File: src/cpu_types_pkg.sv
package cpu_types_pkg;

	typedef logic [31:0] word_t;
	typedef logic [4:0] regbits_t;

	////////////////////////////////////////
	// instruction encodings

	typedef enum logic [5:0] {
		RTYPE = 6'h00,
		J     = 6'h02,
		BEQ   = 6'h04,
		BNE   = 6'h05,
		ADDIU = 6'h09,
		ANDI  = 6'h0c,
		ORI   = 6'h0d,
		LUI   = 6'h0f
	} opcode_t;

	typedef enum logic [5:0] {
		SLLV = 6'h04,
		SRLV = 6'h06,
		ADDU = 6'h21,
		SUBU = 6'h23,
		AND  = 6'h24,
		OR   = 6'h25,
		XOR  = 6'h26,
		SLT  = 6'h2a
	} funct_t;

	typedef enum logic [3:0] {
		ALU_SLL,
		ALU_SRL,
		ALU_ADD,
		ALU_SUB,
		ALU_AND,
		ALU_OR,
		ALU_XOR,
		ALU_SLT,
		ALU_LUI // passes operand b, which already holds the upper half.
	} aluop_t;

	typedef enum logic [1:0] {
		BR_NONE,
		BR_EQ,
		BR_NE
	} br_t;

	////////////////////////////////////////
	// the instruction word, seen as r, i or j format

	typedef struct packed {
		opcode_t  opcode;
		regbits_t rs;
		regbits_t rt;
		regbits_t rd;
		logic [4:0] shamt;
		funct_t   funct;
	} rtype_t;

	typedef struct packed {
		opcode_t  opcode;
		regbits_t rs;
		regbits_t rt;
		logic [15:0] imm16;
	} itype_t;

	typedef struct packed {
		opcode_t  opcode;
		logic [25:0] addr26;
	} jtype_t;

	typedef union packed {
		rtype_t r_view;
		itype_t i_view;
		jtype_t j_view;
	} instr_u;

endpackage

File: src/control_unit.sv
`timescale 1ns/1ps

module control_unit (
	input  cpu_types_pkg::instr_u instr,
	output cpu_types_pkg::aluop_t alu_op,
	output logic                  alu_src,
	output logic                  reg_dst,
	output logic                  reg_wen,
	output logic                  jump,
	output cpu_types_pkg::br_t    br,
	output logic                  zero_ext,
	output logic                  illegal
);

	always_comb begin
		alu_op   = cpu_types_pkg::ALU_SLL;
		alu_src  = 1'b0;
		reg_dst  = 1'b0;
		reg_wen  = 1'b0;
		jump     = 1'b0;
		br       = cpu_types_pkg::BR_NONE;
		zero_ext = 1'b0;
		illegal  = 1'b0;
		case (instr.r_view.opcode)
			cpu_types_pkg::RTYPE: begin
				reg_dst = 1'b1;
				reg_wen = 1'b1;
				case (instr.r_view.funct)
					cpu_types_pkg::SLLV: alu_op = cpu_types_pkg::ALU_SLL;
					cpu_types_pkg::SRLV: alu_op = cpu_types_pkg::ALU_SRL;
					cpu_types_pkg::ADDU: alu_op = cpu_types_pkg::ALU_ADD;
					cpu_types_pkg::SUBU: alu_op = cpu_types_pkg::ALU_SUB;
					cpu_types_pkg::AND:  alu_op = cpu_types_pkg::ALU_AND;
					cpu_types_pkg::OR:   alu_op = cpu_types_pkg::ALU_OR;
					cpu_types_pkg::XOR:  alu_op = cpu_types_pkg::ALU_XOR;
					cpu_types_pkg::SLT:  alu_op = cpu_types_pkg::ALU_SLT;
					default: begin
						reg_wen = 1'b0;
						illegal = 1'b1;
					end
				endcase
			end
			cpu_types_pkg::ADDIU: begin
				alu_op  = cpu_types_pkg::ALU_ADD;
				alu_src = 1'b1;
				reg_wen = 1'b1;
			end
			cpu_types_pkg::ANDI: begin
				alu_op   = cpu_types_pkg::ALU_AND;
				alu_src  = 1'b1;
				reg_wen  = 1'b1;
				zero_ext = 1'b1;
			end
			cpu_types_pkg::ORI: begin
				alu_op   = cpu_types_pkg::ALU_OR;
				alu_src  = 1'b1;
				reg_wen  = 1'b1;
				zero_ext = 1'b1;
			end
			cpu_types_pkg::LUI: begin
				alu_op  = cpu_types_pkg::ALU_LUI;
				alu_src = 1'b1;
				reg_wen = 1'b1;
			end
			cpu_types_pkg::BEQ: br = cpu_types_pkg::BR_EQ;
			cpu_types_pkg::BNE: br = cpu_types_pkg::BR_NE;
			cpu_types_pkg::J:   jump = 1'b1;
			default: illegal = 1'b1;
		endcase
	end

endmodule

File: src/cpu_core.sv
`timescale 1ns/1ps

module cpu_core (
	input  logic                    CLK,
	input  logic                    nRST,
	input  logic                    instr_valid,
	input  cpu_types_pkg::instr_u   instr,
	input  cpu_types_pkg::word_t    instr_pc,
	output logic                    instr_ready,
	output logic                    retire_valid,
	output cpu_types_pkg::word_t    retire_pc,
	output logic                    retire_wen,
	output cpu_types_pkg::regbits_t retire_reg,
	output cpu_types_pkg::word_t    retire_data,
	input  logic                    retire_ready,
	output logic                    redirect,
	output cpu_types_pkg::word_t    redirect_pc
);

	logic stall;
	logic flush;
	logic rf_wen;
	cpu_types_pkg::regbits_t rf_waddr;
	cpu_types_pkg::word_t rf_wdata;

	////////////////////////////////////////
	// decode to ID/EX

	logic id_valid, id_alu_src, id_reg_dst, id_reg_wen, id_jump;
	cpu_types_pkg::word_t id_pc, id_rdat1, id_rdat2, id_immext;
	cpu_types_pkg::regbits_t id_rs, id_rt, id_rd;
	cpu_types_pkg::aluop_t id_alu_op;
	cpu_types_pkg::br_t id_br;
	logic [25:0] id_jaddr;

	// ID/EX to execute.
	logic idex_valid, idex_alu_src, idex_reg_dst, idex_reg_wen, idex_jump;
	cpu_types_pkg::word_t idex_pc, idex_rdat1, idex_rdat2, idex_immext;
	cpu_types_pkg::regbits_t idex_rs, idex_rt, idex_rd;
	cpu_types_pkg::aluop_t idex_alu_op;
	cpu_types_pkg::br_t idex_br;
	logic [25:0] idex_jaddr;

	// execute to retire.
	logic ex_valid, ex_wen, ex_redirect;
	cpu_types_pkg::word_t ex_pc, ex_data, ex_target;
	cpu_types_pkg::regbits_t ex_reg;

	decode_stage u_decode (.*);

	idex u_idex (.writeEN(!stall), .*);

	execute_stage u_execute (
		.fwd_wen(retire_wen), .fwd_reg(retire_reg), .fwd_data(retire_data), .*
	);

	retire_stage u_retire (.*);

endmodule

File: src/decode_stage.sv
`timescale 1ns/1ps

module decode_stage (
	input  logic                    CLK,
	input  logic                    nRST,
	input  logic                    stall,
	input  logic                    flush,
	input  logic                    instr_valid,
	input  cpu_types_pkg::instr_u   instr,
	input  cpu_types_pkg::word_t    instr_pc,
	output logic                    instr_ready,
	input  logic                    rf_wen,
	input  cpu_types_pkg::regbits_t rf_waddr,
	input  cpu_types_pkg::word_t    rf_wdata,
	output logic                    id_valid,
	output cpu_types_pkg::word_t    id_pc,
	output cpu_types_pkg::word_t    id_rdat1,
	output cpu_types_pkg::word_t    id_rdat2,
	output cpu_types_pkg::word_t    id_immext,
	output cpu_types_pkg::regbits_t id_rs,
	output cpu_types_pkg::regbits_t id_rt,
	output cpu_types_pkg::regbits_t id_rd,
	output cpu_types_pkg::aluop_t   id_alu_op,
	output logic                    id_alu_src,
	output logic                    id_reg_dst,
	output logic                    id_reg_wen,
	output cpu_types_pkg::br_t      id_br,
	output logic                    id_jump,
	output logic [25:0]             id_jaddr
);

	logic ready_q; // comes up one cycle after reset.
	logic ifid_valid;
	cpu_types_pkg::word_t ifid_pc;
	cpu_types_pkg::instr_u ifid_instr;
	logic accept;
	logic zero_ext;
	logic illegal;
	logic [15:0] imm16;

	assign instr_ready = ready_q & !stall & !flush;
	assign accept = instr_valid & instr_ready;

	////////////////////////////////////////
	// IF/ID register

	always_ff @(posedge CLK, negedge nRST) begin
		if (!nRST) begin
			ready_q <= 1'b0;
			ifid_valid <= 1'b0;
		end else begin
			ready_q <= 1'b1;
			if (flush) begin
				ifid_valid <= 1'b0;
			end else if (!stall) begin
				ifid_valid <= accept; // a bubble when nothing was taken.
			end
		end
	end

	always_ff @(posedge CLK) begin
		if (accept) begin
			ifid_pc <= instr_pc;
			ifid_instr <= instr;
		end
	end

	register_file u_rf (
		.CLK(CLK), .nRST(nRST),
		.rsel1(ifid_instr.r_view.rs), .rsel2(ifid_instr.r_view.rt),
		.rdat1(id_rdat1), .rdat2(id_rdat2),
		.wen(rf_wen), .wsel(rf_waddr), .wdat(rf_wdata)
	);

	control_unit u_ctrl (
		.instr(ifid_instr), .alu_op(id_alu_op), .alu_src(id_alu_src),
		.reg_dst(id_reg_dst), .reg_wen(id_reg_wen), .jump(id_jump),
		.br(id_br), .zero_ext(zero_ext), .illegal(illegal)
	);

	assign imm16 = ifid_instr.i_view.imm16;
	assign id_valid = ifid_valid & !illegal; // unknown words drop out here.
	assign id_pc = ifid_pc;
	assign id_rs = ifid_instr.r_view.rs;
	assign id_rt = ifid_instr.r_view.rt;
	assign id_rd = ifid_instr.r_view.rd;
	assign id_jaddr = ifid_instr.j_view.addr26;

	always_comb begin
		if (id_alu_op == cpu_types_pkg::ALU_LUI) begin
			id_immext = {imm16, 16'h0000};
		end else if (zero_ext) begin
			id_immext = {16'h0000, imm16};
		end else begin
			id_immext = {{16{imm16[15]}}, imm16};
		end
	end

endmodule

File: src/execute_stage.sv
`timescale 1ns/1ps

module execute_stage (
	input  logic                    idex_valid,
	input  cpu_types_pkg::word_t    idex_pc,
	input  cpu_types_pkg::word_t    idex_rdat1,
	input  cpu_types_pkg::word_t    idex_rdat2,
	input  cpu_types_pkg::word_t    idex_immext,
	input  cpu_types_pkg::regbits_t idex_rs,
	input  cpu_types_pkg::regbits_t idex_rt,
	input  cpu_types_pkg::regbits_t idex_rd,
	input  cpu_types_pkg::aluop_t   idex_alu_op,
	input  logic                    idex_alu_src,
	input  logic                    idex_reg_dst,
	input  logic                    idex_reg_wen,
	input  cpu_types_pkg::br_t      idex_br,
	input  logic                    idex_jump,
	input  logic [25:0]             idex_jaddr,
	input  logic                    fwd_wen,
	input  cpu_types_pkg::regbits_t fwd_reg,
	input  cpu_types_pkg::word_t    fwd_data,
	output logic                    ex_valid,
	output cpu_types_pkg::word_t    ex_pc,
	output logic                    ex_wen,
	output cpu_types_pkg::regbits_t ex_reg,
	output cpu_types_pkg::word_t    ex_data,
	output logic                    ex_redirect,
	output cpu_types_pkg::word_t    ex_target
);

	cpu_types_pkg::word_t op_a;
	cpu_types_pkg::word_t op_b;
	cpu_types_pkg::word_t alu_b;
	cpu_types_pkg::word_t alu_out;
	cpu_types_pkg::word_t pc_plus4;
	cpu_types_pkg::word_t br_target;
	cpu_types_pkg::word_t j_target;
	logic equal;
	logic taken;

	////////////////////////////////////////
	// forwarding from the retire register

	always_comb begin
		op_a = idex_rdat1;
		op_b = idex_rdat2;
		if (fwd_wen && fwd_reg != '0 && fwd_reg == idex_rs) begin
			op_a = fwd_data;
		end
		if (fwd_wen && fwd_reg != '0 && fwd_reg == idex_rt) begin
			op_b = fwd_data;
		end
	end

	assign alu_b = idex_alu_src ? idex_immext : op_b;

	always_comb begin
		case (idex_alu_op)
			cpu_types_pkg::ALU_SLL: alu_out = alu_b << op_a[4:0]; // shift amount from rs.
			cpu_types_pkg::ALU_SRL: alu_out = alu_b >> op_a[4:0];
			cpu_types_pkg::ALU_ADD: alu_out = op_a + alu_b;
			cpu_types_pkg::ALU_SUB: alu_out = op_a - alu_b;
			cpu_types_pkg::ALU_AND: alu_out = op_a & alu_b;
			cpu_types_pkg::ALU_OR:  alu_out = op_a | alu_b;
			cpu_types_pkg::ALU_XOR: alu_out = op_a ^ alu_b;
			cpu_types_pkg::ALU_SLT: alu_out = {31'b0, $signed(op_a) < $signed(alu_b)};
			cpu_types_pkg::ALU_LUI: alu_out = alu_b;
			default: alu_out = '0;
		endcase
	end

	////////////////////////////////////////
	// branch and jump resolution

	assign pc_plus4 = idex_pc + 32'd4;
	assign br_target = pc_plus4 + {idex_immext[29:0], 2'b00};
	assign j_target = {pc_plus4[31:28], idex_jaddr, 2'b00};
	assign equal = (op_a == op_b);

	always_comb begin
		case (idex_br)
			cpu_types_pkg::BR_EQ: taken = equal;
			cpu_types_pkg::BR_NE: taken = !equal;
			default: taken = idex_jump;
		endcase
	end

	assign ex_valid = idex_valid;
	assign ex_pc = idex_pc;
	assign ex_wen = idex_valid & idex_reg_wen;
	assign ex_reg = idex_reg_dst ? idex_rd : idex_rt;
	assign ex_data = alu_out;
	assign ex_redirect = idex_valid & taken;
	assign ex_target = idex_jump ? j_target : br_target;

endmodule

File: src/idex.sv
`timescale 1ns/1ps

module idex (
	input  logic                    CLK,
	input  logic                    nRST,
	input  logic                    writeEN,
	input  logic                    flush,
	input  logic                    id_valid,
	input  cpu_types_pkg::word_t    id_pc,
	input  cpu_types_pkg::word_t    id_rdat1,
	input  cpu_types_pkg::word_t    id_rdat2,
	input  cpu_types_pkg::word_t    id_immext,
	input  cpu_types_pkg::regbits_t id_rs,
	input  cpu_types_pkg::regbits_t id_rt,
	input  cpu_types_pkg::regbits_t id_rd,
	input  cpu_types_pkg::aluop_t   id_alu_op,
	input  logic                    id_alu_src,
	input  logic                    id_reg_dst,
	input  logic                    id_reg_wen,
	input  cpu_types_pkg::br_t      id_br,
	input  logic                    id_jump,
	input  logic [25:0]             id_jaddr,
	output logic                    idex_valid,
	output cpu_types_pkg::word_t    idex_pc,
	output cpu_types_pkg::word_t    idex_rdat1,
	output cpu_types_pkg::word_t    idex_rdat2,
	output cpu_types_pkg::word_t    idex_immext,
	output cpu_types_pkg::regbits_t idex_rs,
	output cpu_types_pkg::regbits_t idex_rt,
	output cpu_types_pkg::regbits_t idex_rd,
	output cpu_types_pkg::aluop_t   idex_alu_op,
	output logic                    idex_alu_src,
	output logic                    idex_reg_dst,
	output logic                    idex_reg_wen,
	output cpu_types_pkg::br_t      idex_br,
	output logic                    idex_jump,
	output logic [25:0]             idex_jaddr
);

	// control fields, cleared into a bubble on reset or flush.
	always_ff @(posedge CLK, negedge nRST) begin
		if (!nRST) begin
			idex_valid <= 1'b0;
			idex_alu_op <= cpu_types_pkg::ALU_SLL;
			idex_alu_src <= 1'b0;
			idex_reg_dst <= 1'b0;
			idex_reg_wen <= 1'b0;
			idex_br <= cpu_types_pkg::BR_NONE;
			idex_jump <= 1'b0;
		end else if (flush) begin
			idex_valid <= 1'b0;
			idex_alu_op <= cpu_types_pkg::ALU_SLL;
			idex_alu_src <= 1'b0;
			idex_reg_dst <= 1'b0;
			idex_reg_wen <= 1'b0;
			idex_br <= cpu_types_pkg::BR_NONE;
			idex_jump <= 1'b0;
		end else if (writeEN) begin
			idex_valid <= id_valid;
			idex_alu_op <= id_alu_op;
			idex_alu_src <= id_alu_src;
			idex_reg_dst <= id_reg_dst;
			idex_reg_wen <= id_reg_wen;
			idex_br <= id_br;
			idex_jump <= id_jump;
		end
	end

	always_ff @(posedge CLK) begin
		if (writeEN) begin
			idex_pc <= id_pc;
			idex_rdat1 <= id_rdat1;
			idex_rdat2 <= id_rdat2;
			idex_immext <= id_immext;
			idex_rs <= id_rs;
			idex_rt <= id_rt;
			idex_rd <= id_rd;
			idex_jaddr <= id_jaddr;
		end
	end

	a_flush_bubble: assert property (@(posedge CLK) disable iff (!nRST)
		flush |=> !idex_valid);

endmodule

File: src/register_file.sv
`timescale 1ns/1ps

module register_file (
	input  logic                    CLK,
	input  logic                    nRST,
	input  cpu_types_pkg::regbits_t rsel1,
	input  cpu_types_pkg::regbits_t rsel2,
	output cpu_types_pkg::word_t    rdat1,
	output cpu_types_pkg::word_t    rdat2,
	input  logic                    wen,
	input  cpu_types_pkg::regbits_t wsel,
	input  cpu_types_pkg::word_t    wdat
);

	cpu_types_pkg::word_t regs [32];

	always_ff @(posedge CLK, negedge nRST) begin
		if (!nRST) begin
			for (int i = 0; i < 32; i++) begin
				regs[i] <= '0;
			end
		end else if (wen && wsel != '0) begin // register 0 never takes a write.
			regs[wsel] <= wdat;
		end
	end

	// a write in the same cycle is seen by the reads.
	always_comb begin
		if (wen && wsel == rsel1 && rsel1 != '0) begin
			rdat1 = wdat;
		end else begin
			rdat1 = regs[rsel1];
		end
		if (wen && wsel == rsel2 && rsel2 != '0) begin
			rdat2 = wdat;
		end else begin
			rdat2 = regs[rsel2];
		end
	end

	a_reg0_zero: assert property (@(posedge CLK) disable iff (!nRST)
		(rsel1 == '0 |-> rdat1 == '0) and (rsel2 == '0 |-> rdat2 == '0));

endmodule

File: src/retire_stage.sv
`timescale 1ns/1ps

module retire_stage (
	input  logic                    CLK,
	input  logic                    nRST,
	input  logic                    retire_ready,
	input  logic                    ex_valid,
	input  cpu_types_pkg::word_t    ex_pc,
	input  logic                    ex_wen,
	input  cpu_types_pkg::regbits_t ex_reg,
	input  cpu_types_pkg::word_t    ex_data,
	input  logic                    ex_redirect,
	input  cpu_types_pkg::word_t    ex_target,
	output logic                    retire_valid,
	output cpu_types_pkg::word_t    retire_pc,
	output logic                    retire_wen,
	output cpu_types_pkg::regbits_t retire_reg,
	output cpu_types_pkg::word_t    retire_data,
	output logic                    redirect,
	output cpu_types_pkg::word_t    redirect_pc,
	output logic                    stall,
	output logic                    flush,
	output logic                    rf_wen,
	output cpu_types_pkg::regbits_t rf_waddr,
	output cpu_types_pkg::word_t    rf_wdata
);

	assign stall = retire_valid & !retire_ready;
	assign flush = redirect & !stall; // squashes what follows a taken branch.

	always_ff @(posedge CLK, negedge nRST) begin
		if (!nRST) begin
			retire_valid <= 1'b0;
			retire_wen <= 1'b0;
			redirect <= 1'b0;
		end else if (!stall) begin
			retire_valid <= ex_valid & !flush;
			retire_wen <= ex_wen & !flush;
			redirect <= ex_valid & ex_redirect & !flush;
		end
	end

	always_ff @(posedge CLK) begin
		if (!stall) begin
			retire_pc <= ex_pc;
			retire_reg <= ex_reg;
			retire_data <= ex_data;
			redirect_pc <= ex_target;
		end
	end

	assign rf_wen = retire_valid & retire_ready & retire_wen;
	assign rf_waddr = retire_reg;
	assign rf_wdata = retire_data;

	a_hold_stall: assert property (@(posedge CLK) disable iff (!nRST)
		stall |=> $stable({retire_valid, retire_pc, retire_wen, retire_reg,
			retire_data, redirect, redirect_pc}));

endmodule

File: config.mk
export PLATFORM = sky130hd
export DESIGN_NAME = cpu_core
export DESIGN_NICKNAME = d
export VERILOG_FILES = /design/src/cpu_types_pkg.sv /design/src/control_unit.sv /design/src/cpu_core.sv /design/src/decode_stage.sv /design/src/execute_stage.sv /design/src/idex.sv /design/src/register_file.sv /design/src/retire_stage.sv
export SDC_FILE = /design/constraint.sdc
export NUM_CORES = 2
export LEC_CHECK = 0
export BUFFER_PORTS_ARGS = -buffer_cell sky130_fd_sc_hd__buf_2
export CORE_AREA = 2 2 312 438
export DETAILED_ROUTE_END_ITERATION = 16
export DIE_AREA = 0 0 314 440
export GPL_TIMING_DRIVEN = 0
export PLACE_DENSITY_LB_ADDON = 0.3
export SYNTH_ARGS = -nofsm -noshare
export SYNTH_HDL_FRONTEND = slang
export SYNTH_SLANG_ARGS = --single-unit
export TNS_END_PERCENT = 100
File: constraint.sdc
create_clock -name CLK -period 6.33 [get_ports CLK]
set_input_delay 0.3165 -clock CLK [delete_from_list [all_inputs] [get_ports CLK]]
set_output_delay 0.3165 -clock CLK [all_outputs]
set_load 0.02 [all_outputs]
Word level (Yosys, flattened, before mapping)
Index checks and enable logic that the tools add are counted.
W data, S select, Z words.
Storage, ports and cells
  register bits after elaboration: 1374
  input port bits: 68
  output and inout port bits: 105
  word-level logic and storage cells: 193
Operators by class
  add/sub/neg operators: 4
  $lt $le $gt $ge: 5
  equality and inequality tests: 32
  shift operators: 2
  muxes and demuxes: 47
  bitwise operators: 20
  reduce and logical (&&, ||, !) cells: 23
Operator list (count)
  $bwmux W1024: 1
  $mux W32: 13
  $bmux W32 S5: 2
  $pmux W32 S9: 1
  $demux W32 S5: 1
  $add A32 B32 Y32: 2
  $eq A6 B6 Y1 const B: 6
  $add A32 B3 Y32 const B: 1
  $and A32 B32 Y32: 1
  $eq A32 B32 Y1: 1
  $lt A32 B32 Y1: 1
  $or A32 B32 Y32: 1
  $shl A32 B5 Y32: 1
  $shr A32 B5 Y32: 1
  $sub A32 B32 Y32: 1
  $xor A32 B32 Y32: 1
  $eq A6 B3 Y1 const B: 4
  $eq A6 B4 Y1 const B: 4
  $pmux W3 S7: 1
  $eq A5 B5 Y1: 4
  $pmux W4 S5: 1
  $ge A6 B6 Y1 const B: 3
  $mux W1: 18
  $not A5 Y6: 3
  24 further kinds: 60

Depth between registers and ports, before layout
  depth in word-level cells: 10
  gate-level depth with buffers: 26
  depth with buffers taken out: 20

Hierarchy
A second synthesis with hierarchy kept.
Second synthesis, totals
  cells, all modules: 7034
  area, all modules: 81017.7 sq um
By module, submodules not included
  register_file: instances 1, cells each 4475, area an instance 56265.2 sq um, seq. area each 25624.6 sq um
  execute_stage: instances 1, cells each 1985, area an instance 12816.0 sq um, seq. area each 0.0 sq um
  idex: instances 1, cells each 204, area an instance 5516.5 sq um, seq. area each 5350.1 sq um
  retire_stage: instances 1, cells each 151, area an instance 3467.1 sq um, seq. area each 3108.0 sq um
  decode_stage: instances 1, cells each 168, area an instance 2653.8 sq um, seq. area each 1971.9 sq um
  control_unit: instances 1, cells each 50, area an instance 295.3 sq um, seq. area each 0.0 sq um
  cpu_core: instances 1, cells each 1, area an instance 3.8 sq um, seq. area each 0.0 sq um

Least setup slack after synthesis
OpenSTA, ideal clock, no wires.
  path type: register -> register
  start: register u_retire.retire_valid
  end: register u_idex.idex_immext[0] (enable)
  library setup time: 608 ps
  arrival: 5627 ps
  data required time: 5722 ps
  slack: 95 ps
  stages on the path, launching flop included: 3
  path buffers: 0
  period minus slack after synthesis: 6235 ps
  path through: dfrtp_1 -> nor2b_1 -> inv_1
On the way
  word-level cells in the longest chain between the ends: 1
RTL lines
  start, declared: RTL line retire_stage.sv:14  | output logic retire_valid,
  start signal, assigned: RTL line retire_stage.sv:37  | retire_valid <= ex_valid & !flush;
  $and A1 B1 Y1: RTL line retire_stage.sv:28  | assign stall = retire_valid & !retire_ready;
  end signal, assigned: RTL line idex.sv:74  | idex_immext <= id_immext;
  end, declared: RTL line idex.sv:27  | output cpu_types_pkg::word_t idex_immext,
Every way passes these cells.
A chain may end at the register's enable or synchronous reset.

Final worst setup path
  start: register u_retire.retire_reg[3]
  end: register u_retire.retire_data[14], data pin
On the way
  word-level cells in the longest chain between the ends: 7
  elaborated cells on any way between the ends: 17
  classes of those cells: add/sub (2); eq/ne (2); shift (2); mux (4); bitwise (3); reduce/logical (4)
RTL lines
  start, declared: RTL line retire_stage.sv:17  | output cpu_types_pkg::regbits_t retire_reg,
  start signal, assigned: RTL line retire_stage.sv:46  | retire_reg <= ex_reg;
  $reduce_bool A5 Y1: RTL line execute_stage.sv:47, execute_stage.sv:50
  $logic_and A1 B1 Y1: RTL line execute_stage.sv:47, execute_stage.sv:50
  $logic_and A1 B1 Y1: RTL line execute_stage.sv:50  | if (fwd_wen && fwd_reg != '0 && fwd_reg == idex_rt) begin
  $mux W32: RTL line execute_stage.sv:50
  $mux W32: RTL line execute_stage.sv:55  | assign alu_b = idex_alu_src ? idex_immext : op_b;
  $sub A32 B32 Y32, or another cell as far along: RTL line execute_stage.sv:62  | cpu_types_pkg::ALU_SUB: alu_out = op_a - alu_b;
  $pmux W32 S9 (*): RTL line execute_stage.sv:58  | case (idex_alu_op)
  end signal, assigned: RTL line retire_stage.sv:47  | retire_data <= ex_data;
  end, declared: RTL line retire_stage.sv:18  | output cpu_types_pkg::word_t retire_data,
Every way passes the cells marked *; elsewhere a longest branch is shown, timed or not.

==> flow_summary.toml <==
[clock_tree]
cts_tree = "yes"
clock-root-buffer = "clkbuf_16"
h-tree-depth = 4
cts.reportedPaths.clkPinSlew_ns = 0.08
clk_latency_ns = 0.82
numCtsBuffers = 135
clk_path_buf_depth = 3
cts.sinks = 1359

[drt]
drc = 0
drt_iter0_markers = 6612
drt-pass1-iter-count = 6
vias = 56800
ant_nets = 0
wirelength_um = 300000
drt-wirelength-per-cell_um = 37.5
vias_per_cell = 7.11

[floorplan]
rows = 160
io_pins = 173
die_w_um = 314
dieArea_um2 = 138000
die_h_um = 440
initial_core_util = 0.574
core_area_um2 = 135000

[placed_design]
gp_congestion = 1.06
port_buffers = 172
hpwlAfterDp_um = 221000
dp.cells = 7640

[timing]
drv_slew = 15
tightest_slew_ns = 1.61
setup_viol_count_final = 3
hold_viol_final = 0
clock.fmax_ghz = 0.152
slew-limit-headroom = -0.0735
min_period_ns = 6.57
skew_ns = 0.0358
period_share = 1.04
fin_hold_ws_ns = 0.0615
worst_slack_ns = -0.240

[global_route]
track_usage = 0.438
grt_antenna_before_repair = 15
overflow = 0
grt_pass1_vias = 58200
grt_start_max_net_pins = 170
grt_pass1_wl_um = 421000

[setup_path]
crit_arrival_ns = 7.07
r2r_setup_slack_ns = -0.24
worstPathCellList = "buf_4 > or3_4 > buf_6 > o2111ai_4 > nor2_4 > mux2_2 > mux2i_4 > buf_12 > inv_1 > ha_1 > a21oi_1 > a21oi_1 > nand2_1 > o21ai_0 > a221oi_1 > o21ai_0"
end_kind = "register"
worst_setup_path_start_kind = "register"
critPathMaxFanout = 9
crit_type = "register to register"
slowest_stage = "a21oi_1"
critPathMaxStageDelay_ns = 1.18
worst-endpoint-required_ns = 6.83

[finish]
final_net_count = 6272
layout_commonest_cell = "dfrtp_1"
drive_gt1_frac = 0.364
area_growth_syn_to_layout_pct = 11.9
top_register = "u_decode.u_rf.regs"
seq_area_um2 = 35600
multi_input_area_um2 = 39700
finalNonFillerCells = 7980
largest_reg_flops = 1024
layout_common_cells = "dfrtp_1 (1,040), mux2_2 (1,006), mux4_2 (640)"
fillers = 9967

[synth]
synthSimpleGateAreaFrac = 0.0500
synth_ff_type = "dfrtp_1"
ys_warn_count = 0
synth_top_family_by_area = "multiplexers"
ys_seq_area_frac = 0.460
synthTopCellsByArea = "dfrtp_1 (34%), mux4_2 (19%), mux2_2 (15%), edfxtp_1 (12%), mux2i_1 (2.3%)"
synth.largest_area_cell = "dfrtp_1"
synth_seq_cells = 1359
syn_inst = 5677
ys_types = 111
synthMuxAreaShare = 0.356
synth_top_area_frac = 0.336
syn-num-nets = 5865
synth_edf_count = 319
synth_area_um2 = 77400
synth_compound_area_frac = 0.0653
synth-adder-area-share = 0.0197
avgSynthCellArea_um2 = 13.6
synthArstFlopShare = 0.765
synth_xor_area_frac = 0.0167

[power]
p_per_area_nw_per_um2 = 228
combPwrFrac = 0.110
power.leakage_nw = 38.0
sw_frac_of_total = 0.270
pwr-share-clk = 0.416
ir_drop_mv = 0.301
p_switching_mw = 5.34
p_seq_frac = 0.474
p_int_mw = 14.4

[status]
status = "finished with violations"
violations = "capacitance limit, slew limit, setup timing"

[flow_run]
cap_viol_max_count = 3

[worst_hold_path]
hp-class = "input pin to register"
[worst max-delay path, delay by kind of cell (launching register included)]
family	cells	cell delay, ns
fa+ha+maj	1	0.42
simple gates	3	0.66
mux	2	0.63
compound gates	6	3.47
buf+inv	4	0.63
flops	1	0.44
[area by class of cell]
type                            count  share of cell area
Inverter                          118             0.00540
Antenna cell                       10            0.000289
Buffer                            517              0.0243
Tap cell                         1782              0.0257
Timing Repair Buffer              279              0.0238
Sequential cell                  1359               0.411
Clock inverter                     42             0.00448
Clock buffer                      199              0.0464
Multi-Input combinational cell   3674               0.459
[power by group through the flow]
stage               clock (mW)  sequential, mW  combinational, mW
CTS                       8.21            9.35               2.10
global placement             0            9.54               1.99
global route              8.55            9.36               2.27
floorplan                    0            9.49               1.03
finish                    8.21            9.37               2.18
detailed placement           0            9.52               2.02
[cell usage after synthesis (all sizes together), types with 17 or more instances]
cell type and number:
dfrtp 1040, mux2 1007, mux4 640, clkbuf 383, edfxtp 319, nor2 298, nand2 233, a21oi 230
o21ai 181, mux2i 177, buf 143, ha 117, inv 113, xnor2 98, xor2 50, nand3 43
nor3 41, a21o 40, and3 40, a21boi 36, and2 36, nand2b 33, o211ai 27, a221oi 23
a31oi 23, nand4 23, o21bai 21, a211oi 17, o22ai 17
[metal layers]
metal / share of wire / vias to the layer above / GRT usage / wire length (um)
li1: - / 22500 / - / -
met1: 0.33 / 29200 / 0.483 / 97500
met2: 0.47 / 3732 / 0.695 / 141000
met3: 0.095 / 1334 / 0.123 / 28500
met4: 0.11 / 6 / 0.386 / 32000
met5: 0.00015 / - / 0 / 46
[what timing repair did]
action,in CTS,in global routing
resized for setup,77,31
hold endpoints to repair,217,0
endpoints found under the setup margin,32,22
hold buffers,65,0
buffers inserted,17,13
pin swaps,10,5
[worst paths after layout]
path / from / to / depth (start not counted)
hold reg to reg: u_decode.id_pc[10]$_DFFE_PP_ / u_idex.idex_pc[10]$_DFFE_PN_ / 0
hold / removal: retire_ready / u_retire.retire_wen$_DFFE_PN0N_ / 3
setup reg to reg: u_retire.retire_reg[3]$_DFFE_PN_ / u_retire.retire_data[14]$_SDFFCE_PN0N_ / 16
min in group asynchronous: nRST / u_decode.u_rf.regs[315]$_DFFE_PN0P_ / 2
max in group asynchronous: nRST / u_decode.u_rf.regs[906]$_DFFE_PN0P_ / 5
setup / recovery: u_retire.retire_reg[3]$_DFFE_PN_ / u_retire.retire_data[14]$_SDFFCE_PN0N_ / 16
[logic make-up after synthesis]
logic type,Yosys count
xor gates and xnor gates,148
adders and majority gates,120
AOI/OAI and AO/OA,757
other,1
buffers and inverters,644
DFF,1359
muxes,1824
and+or+nand+nor,824
[per-stage QoR]
stage / TNS (ns) / worst slack (ns) / power, mW / area, um2 / util
after floorplan: 0 / 0.0948 / 10.5 / 77400 / -
after global placement: - / -17.41 / 11.5 / 80500 / 0.597
final: -0.445 / -0.240 / 19.8 / 86600 / 0.643
after global routing: -0.00255 / -0.00255 / 20.2 / 86600 / 0.643
after CTS: -0.0177 / -0.0177 / 19.7 / 86300 / 0.641
after detailed placement: -53.34 / -2.91 / 11.5 / 80700 / 0.599
(Power assumes the default switching activity.)
